===== config.mk =====
export PLATFORM = sky130hd
export DESIGN_NAME = timer_top
export DESIGN_NICKNAME = d
export VERILOG_FILES = /design/src/timer_pkg.sv /design/src/apb_pkg.sv /design/src/div_counter.sv /design/src/tima_counter.sv /design/src/timer_apb_regs.sv /design/src/timer_top.sv
export SDC_FILE = /design/constraint.sdc
export NUM_CORES = 1
export LEC_CHECK = 0
export BUFFER_PORTS_ARGS = -buffer_cell sky130_fd_sc_hd__buf_2
export CAP_MARGIN = 0
export CORE_MARGIN = 2
export CORE_UTILIZATION = 30
export DETAILED_ROUTE_END_ITERATION = 8
export PLACE_DENSITY = 0.55
export SLEW_MARGIN = 20
export SYNTH_ARGS = -nofsm -noshare
export SYNTH_HDL_FRONTEND = slang
export SYNTH_HIERARCHICAL = 1
export SYNTH_SLANG_ARGS = --single-unit

===== constraint.sdc =====
create_clock -name boga1mhz -period 5 [get_ports boga1mhz]
set_input_delay 0.5 -clock boga1mhz [delete_from_list [all_inputs] [get_ports boga1mhz]]
set_output_delay 0.5 -clock boga1mhz [all_outputs]
set_load 0.02 [all_outputs]

===== src/timer_pkg.sv =====
package timer_pkg;

	// register offsets inside the timer block
	typedef enum logic [1:0] {
		DIV_REG  = 2'd0,
		TIMA_REG = 2'd1,
		TMA_REG  = 2'd2,
		TAC_REG  = 2'd3
	} timer_reg_e;

	typedef logic [7:0]  timer_byte_t; // one register value
	typedef logic [13:0] div_count_t;  // machine-cycle divider
	typedef logic [1:0]  timer_sel_t;  // TAC clock select

	// divider bit used as TIMA clock, per TAC select
	localparam int unsigned TAP_SEL_00 = 7; // 256 cycles
	localparam int unsigned TAP_SEL_01 = 1; // 4 cycles
	localparam int unsigned TAP_SEL_10 = 3; // 16 cycles
	localparam int unsigned TAP_SEL_11 = 5; // 64 cycles

	// upper TAC bits have no storage and read high
	localparam logic [4:0] TAC_UNUSED_ONES = 5'b11111;

	// write strobes from the bus decoder, one per register
	typedef struct packed {
		logic        div_wr;
		logic        tima_wr;
		logic        tma_wr;
		logic        tac_wr;
		timer_byte_t wdata;
	} timer_wr_t;

	// register values as the bus sees them
	typedef struct packed {
		timer_byte_t div;
		timer_byte_t tima;
		timer_byte_t tma;
		timer_byte_t tac; // bits 7:3 always ones
	} timer_state_t;

endpackage


===== src/apb_pkg.sv =====
package apb_pkg;

	typedef logic [1:0] apb_addr_t; // register offset within the block
	typedef logic [7:0] apb_data_t; // byte-wide data path

	// requester side of the bus
	typedef struct packed {
		logic      psel;
		logic      penable;
		logic      pwrite;
		apb_addr_t paddr;
		apb_data_t pwdata;
	} apb_req_t;

	// high in the access phase of a transfer
	function automatic logic apb_access(input apb_req_t req);
		return req.psel && req.penable;
	endfunction

endpackage


===== src/div_counter.sv =====
`timescale 1ns/1ns
`default_nettype none

module div_counter
	import timer_pkg::*;
(
	input  logic       boga1mhz,
	input  logic       reset,
	input  logic       div_wr,
	output div_count_t div_count
);

	div_count_t count;
	div_count_t count_next;

	// free-running count that any write to DIV restarts
	always_comb begin
		if (div_wr)
			count_next = '0;
		else
			count_next = count + 1'b1; // wraps after 16384 cycles
	end

	always_ff @(posedge boga1mhz) begin
		if (reset)
			count <= '0;
		else
			count <= count_next;
	end

	assign div_count = count; // DIV and the TIMA taps both come from here

endmodule

`default_nettype wire


===== src/tima_counter.sv =====
`timescale 1ns/1ns
`default_nettype none

module tima_counter
	import timer_pkg::*;
(
	input  logic         boga1mhz,
	input  logic         reset,
	input  timer_wr_t    wr,
	input  div_count_t   div_count,
	output timer_state_t state,
	output logic         int_timer
);

	timer_byte_t tima;
	timer_byte_t tma;
	logic        tac_en;     // TAC bit 2
	timer_sel_t  tac_sel;    // TAC bits 1:0

	logic        tap;        // selected divider bit
	logic        gated;      // tap AND enable
	logic        gated_q;    // gated, one cycle late
	logic        inc;        // falling edge seen on gated
	logic        overflow;
	timer_byte_t reload_val;
	timer_byte_t tima_next;

	// tap select as in the hardware mux tree
	always_comb begin
		case (tac_sel)
			2'b00:   tap = div_count[TAP_SEL_00];
			2'b01:   tap = div_count[TAP_SEL_01];
			2'b10:   tap = div_count[TAP_SEL_10];
			default: tap = div_count[TAP_SEL_11];
		endcase
	end

	// gating before the edge detect lets a disable or DIV clear
	// produce an extra count when the tap was high
	assign gated = tap && tac_en;
	assign inc   = gated_q && !gated;

	always_ff @(posedge boga1mhz) begin
		if (reset)
			gated_q <= 1'b0;
		else
			gated_q <= gated;
	end

	// a TMA write in the same cycle feeds the reload directly
	assign reload_val = wr.tma_wr ? wr.wdata : tma;
	assign overflow   = inc && (tima == 8'hff) && !wr.tima_wr;

	always_comb begin
		tima_next = tima;
		if (wr.tima_wr)
			tima_next = wr.wdata; // bus write beats the increment
		else if (overflow)
			tima_next = reload_val;
		else if (inc)
			tima_next = tima + 1'b1;
	end

	always_ff @(posedge boga1mhz) begin
		if (reset) begin
			tima <= '0;
		end else begin
			tima <= tima_next;
		end
	end

	always_ff @(posedge boga1mhz) begin
		if (reset) begin
			tma     <= '0;
			tac_en  <= 1'b0;
			tac_sel <= '0;
		end else begin
			if (wr.tma_wr)
				tma <= wr.wdata;
			if (wr.tac_wr) begin
				tac_en  <= wr.wdata[2];
				tac_sel <= wr.wdata[1:0];
			end
		end
	end

	// single-cycle interrupt request
	always_ff @(posedge boga1mhz) begin
		if (reset)
			int_timer <= 1'b0;
		else
			int_timer <= overflow;
	end

	// register view for the read mux
	assign state.div  = div_count[13:6];
	assign state.tima = tima;
	assign state.tma  = tma;
	assign state.tac  = {TAC_UNUSED_ONES, tac_en, tac_sel};

	// the interrupt controller latches a pulse, never a level
	int_single_pulse: assert property (
		@(posedge boga1mhz) disable iff (reset)
		int_timer |=> !int_timer
	);

	// TIMA holds unless counted, reloaded or written
	tima_hold: assert property (
		@(posedge boga1mhz) disable iff (reset)
		!(inc || wr.tima_wr) |=> $stable(tima)
	);

endmodule

`default_nettype wire


===== src/timer_apb_regs.sv =====
`timescale 1ns/1ns
`default_nettype none

module timer_apb_regs
	import timer_pkg::*;
	import apb_pkg::*;
(
	input  logic         boga1mhz,
	input  apb_req_t     apb_req,
	input  timer_state_t state,
	output timer_wr_t    wr,
	output apb_data_t    prdata
);

	logic       access;
	logic       wr_access;
	logic       rd_access;
	timer_reg_e reg_sel;

	// no wait states, so the access phase is always the last one
	assign access    = apb_access(apb_req);
	assign wr_access = access && apb_req.pwrite;
	assign rd_access = access && !apb_req.pwrite;
	assign reg_sel   = timer_reg_e'(apb_req.paddr);

	// one strobe per write, data goes to all registers
	always_comb begin
		wr       = '0;
		wr.wdata = apb_req.pwdata;
		if (wr_access) begin
			case (reg_sel)
				DIV_REG:  wr.div_wr  = 1'b1; // value ignored
				TIMA_REG: wr.tima_wr = 1'b1;
				TMA_REG:  wr.tma_wr  = 1'b1;
				TAC_REG:  wr.tac_wr  = 1'b1;
				default:  wr.div_wr  = 1'b0;
			endcase
		end
	end

	// read data only while a read is in its access phase
	always_comb begin
		prdata = '0;
		if (rd_access) begin
			case (reg_sel)
				DIV_REG:  prdata = state.div;
				TIMA_REG: prdata = state.tima;
				TMA_REG:  prdata = state.tma;
				TAC_REG:  prdata = state.tac;
				default:  prdata = '0;
			endcase
		end
	end

	// a requester may not raise penable without a selected slave
	penable_needs_psel: assert property (
		@(posedge boga1mhz)
		apb_req.penable |-> apb_req.psel
	);

endmodule

`default_nettype wire


===== src/timer_top.sv =====
`timescale 1ns/1ns
`default_nettype none

module timer_top
	import timer_pkg::*;
	import apb_pkg::*;
(
	input  logic      boga1mhz,
	input  logic      reset,
	input  apb_req_t  apb_req,
	output apb_data_t prdata,
	output logic      int_timer
);

	timer_wr_t    wr;        // decoded write strobes
	div_count_t   div_count; // divider, also DIV source
	timer_state_t state;     // register readback

	timer_apb_regs apb_regs_i (
		.boga1mhz (boga1mhz),
		.apb_req  (apb_req),
		.state    (state),
		.wr       (wr),
		.prdata   (prdata)
	);

	div_counter div_i (
		.boga1mhz  (boga1mhz),
		.reset     (reset),
		.div_wr    (wr.div_wr),
		.div_count (div_count)
	);

	tima_counter tima_i (
		.boga1mhz  (boga1mhz),
		.reset     (reset),
		.wr        (wr),
		.div_count (div_count),
		.state     (state),
		.int_timer (int_timer)
	);

endmodule

`default_nettype wire


==> metrics.md <==
| Metric | Value |
|---|---|
| Most used DFF post-synth | dfxtp_1 |
| Most frequent cells in the layout | 35 x dfxtp_1, 29 x mux2i_1, 24 x nor2_1, 23 x buf_2, 10 x nand2_1 |
| Layout Cell Area excl Fill | 2240 µm² |
| Pins Over Slew Limit | 0 |
| Hold Buf Count CTS | 0 |
| Slew headroom | 57.2% |
| Sink Count | 35 |
| Asr flop ratio synth | 0% |
| Worst-skew pair later-pin latency | 0.29 ns |
| Layout cell share with drive strength beyond 1 | 20.6% |
| CORE AREA | 6790 µm² |
| Crit path time final | 2.11 ns |
| Hpwl dp | 3400 µm |
| Setup Viol. Count Final | 0 |
| CP top delay family | simple AND/OR/NAND/NOR gates |
| Drt via density | 4.87 |
| Internal | 0.424 mW |
| Setup bufs post-CTS | 0 |
| CTS root buf | clkbuf_8 |
| Status | finished, final reports clean |
| Number of core rows | 30 |
| Post-route insts no fill | 329 |
| Starting DRC count in detailed routing | 78 |
| Hold Startpoint | apb_req[7] |
| Psw | 0.129 mW |
| Final Hold Viols | 0 |
| Final worst-path cycle share | 42.2% |
| Total GRT Usage | 13.2% |
| Via count | 1,601 |
| WHS Endpoint | tima_i/tima[7] |
| RSZ-0062 raised after global routing | false |
| Reg-to-Reg End | tima_i/tima[0] |
| Die Footprint | 7720 µm² |
| TritonCTS Buffers | 5 |
| Buf/Inv on CP | 2 |
| Die Span Y | 87.9 µm |
| RD Place Congestion | 0.777 |
| Power Total | 0.554 mW |
| H-tree depth | 2 |
| CP Launch Type | primary input |
| Type of the worst min-delay path | primary input to flop |
| Crit path arrival time | 1.61 ns |
| Clock buffer depth | 2 |
| Post-cts resize count | 0 |
| EDFF count, synth | 0 |
| YS warnings | 6 |
| Max-cap violations | 0 |
| Vias in the first global route | 1,519 |
| Drt first pass iters | 4 |
| Sequential group share of total power | 51.9% |
| Least-Margin Pin Slew | 0.640 ns |
| Peak supply drop | 0.0000776 V |
| Comb power frac | 7.1% |
| CTS tree | done |
| Clock Power Share | 41.0% |
| # IOs | 24 |
| Kind of critical path | primary input to output port |
| Average size of a mapped cell | 9.13 µm² |
| Filler instances | 704 |
| Syn Inst Count | 231 |
| CP max-delay cell | nand4bb_1 |
| Clock Skew | 0.00772 ns |
| Reg2Reg Setup Slack | 3.32 ns |
| Sw Share | 23.4% |
| PortBufs | 23 |
| Antenna cells | 0 |
| F_max | 474 MHz |
| Worst flop-to-flop path startpoint | tima_i/tima[0] |
| Post-route ant nets | 0 |
| Cell breakdown of the critical path | buf_2 -> nand4bb_1 -> o22ai_1 -> buf_2 |
| Grt total ovfl | 0 |
| P_leak | 0.831 nW |
| Most used cell, CP | buf_2 |
| Register area share after synthesis | 33.2% |
| Largest net degree at the start of global routing | 21 |
| Initial core utilization | 31.0% |
| Final nets | 249 |
| P&R area growth vs syn | 6.11% |
| DRT Wirelength | 4630 µm |
| CP required | 4.50 ns |
| Die width | 87.9 µm |
| Setup TNS | 0 ns |
| Pwr Density | 247 nW/µm² |
| Initial antenna violation count | 0 |
| Placed insts | 321 |
| Nature of the critical path endpoint | output port |
| Critical Path Fanout Max | 8 |
| Max incr delay on CP | 0.44 ns |
| Commonest non-fill, non-tap cell in the layout | dfxtp_1 |
| Final Util | 32.9% |
| Worst-path clk slew | 0.06 ns |
| R2R depth | 4 |
| Drt drc | 0 |
| Synth unique cells | 56 |
| Hold Path Depth | 3 |
| First-pass GRT wire length | 7690 µm |
| Post-Syn Area | 2110 µm² |
| WL/cell | 14.1 µm |
| Register bit count reported by yosys | 35 |
| Placed inst area | 2140 µm² |
## synthesized netlist by cell type, types with 3 or more instances
| cell type | instances | area share (%) |
|---|---|---|
| nand3_1 | 7 | 1.7 |
| dfxtp_1 | 35 | 33 |
| clkbuf_1 | 5 | 0.89 |
| and2_1 | 3 | 0.89 |
| buf_2 | 3 | 0.71 |
| nand2_1 | 10 | 1.8 |
| nand4_1 | 4 | 1.2 |
| o21ai_0 | 4 | 0.95 |
| o31ai_1 | 3 | 1.1 |
| xnor2_1 | 4 | 1.7 |
| a21oi_1 | 3 | 0.71 |
| o22ai_1 | 9 | 2.7 |
| mux2i_1 | 29 | 14 |
| nor3_1 | 6 | 1.4 |
| buf_4 | 23 | 8.2 |
| xor2_1 | 8 | 3.3 |
| nor2_1 | 24 | 4.3 |
| a32oi_1 | 6 | 2.5 |
## power by group through the flow
stage / clock network, mW / registers [mW] / logic, mW
6_report: 0.227 / 0.287 / 0.0393
5_1_grt: 0.252 / 0.288 / 0.0439
4_1_cts: 0.237 / 0.287 / 0.0396
3_5_place_dp: 0 / 0.294 / 0.0394
3_3_place_gp: 0 / 0.294 / 0.0391
2_1_floorplan: 0 / 0.293 / 0.0355
## state kept, by name (all words and copies together), names as in the netlist
| register | cells |
|---|---|
| div_i/div_count | 14 |
| tima_i/gated_q | 1 |
| tima_i/tac_en | 1 |
| tima_i/int_timer | 1 |
| tima_i/tima | 8 |
| tima_i/tma | 8 |
| tima_i/tac_sel | 2 |
## worst max path at each step
| stage | start | to | cells after the start | slack (ns) |
|---|---|---|---|---|
| final | apb_req[9] | prdata[1] | 4 | 2.89 |
| after floorplan | apb_req[12] | tima_i/tima[0] | 7 | 3.05 |
| after detailed placement | apb_req[8] | tima_i/tima[0] | 6 | 2.73 |
| after global placement | apb_req[8] | tima_i/tima[0] | 6 | 2.77 |
| after global routing | apb_req[9] | prdata[1] | 4 | 2.79 |
| after CTS | apb_req[9] | prdata[1] | 4 | 2.90 |
## layer usage
metal | vias up | part of all wire [%] | global-route usage [%]
met3 | 5 | 5.5 | 4.15
met1 | 740 | 53 | 18.4
met4 | 0 | 1.3 | 4.20
met2 | 35 | 40 | 19.2
li1 | 821 | - | -
met5 | - | 0 | 0
## worst reg2reg max path: stages (launching register included)
cell,delay (ns)
dfxtp_1,0.45
ha_1,0.34
and3_1,0.33
mux2_4,0.33
o31ai_2,0.16
## cell families after synthesis
group | after synthesis | synth area share [%]
buffers and inverters | 35 | 10.9
other | 1 | 0.178
AO/OA/AOI/OAI | 37 | 13.5
adder cells (fa/ha/maj) | 2 | 1.19
AND/OR/NAND/NOR | 78 | 21.1
multiplexers | 31 | 15.0
XOR/XNOR | 12 | 4.98
flip-flops | 35 | 33.2
## stage by stage
stage	hold WS, ns	setup WS, ns
6_report	0.446	2.89
5_1_grt	0.438	2.79
4_1_cts	0.438	2.90
3_5_place_dp	0.452	2.73
3_3_place_gp	0.443	2.77
2_1_floorplan	0.430	3.05
## layout make-up
type	count	area [µm²]	area share [%]
flip-flops and latches	35	701	31.3
inverters	2	7.51	0.335
clock buffers	8	100	4.47
multi-input cells	165	1190	53.4
repair buffers	23	115	5.14
well taps	96	120	5.37
No activity file was read; power rests on OpenSTA's default activity.
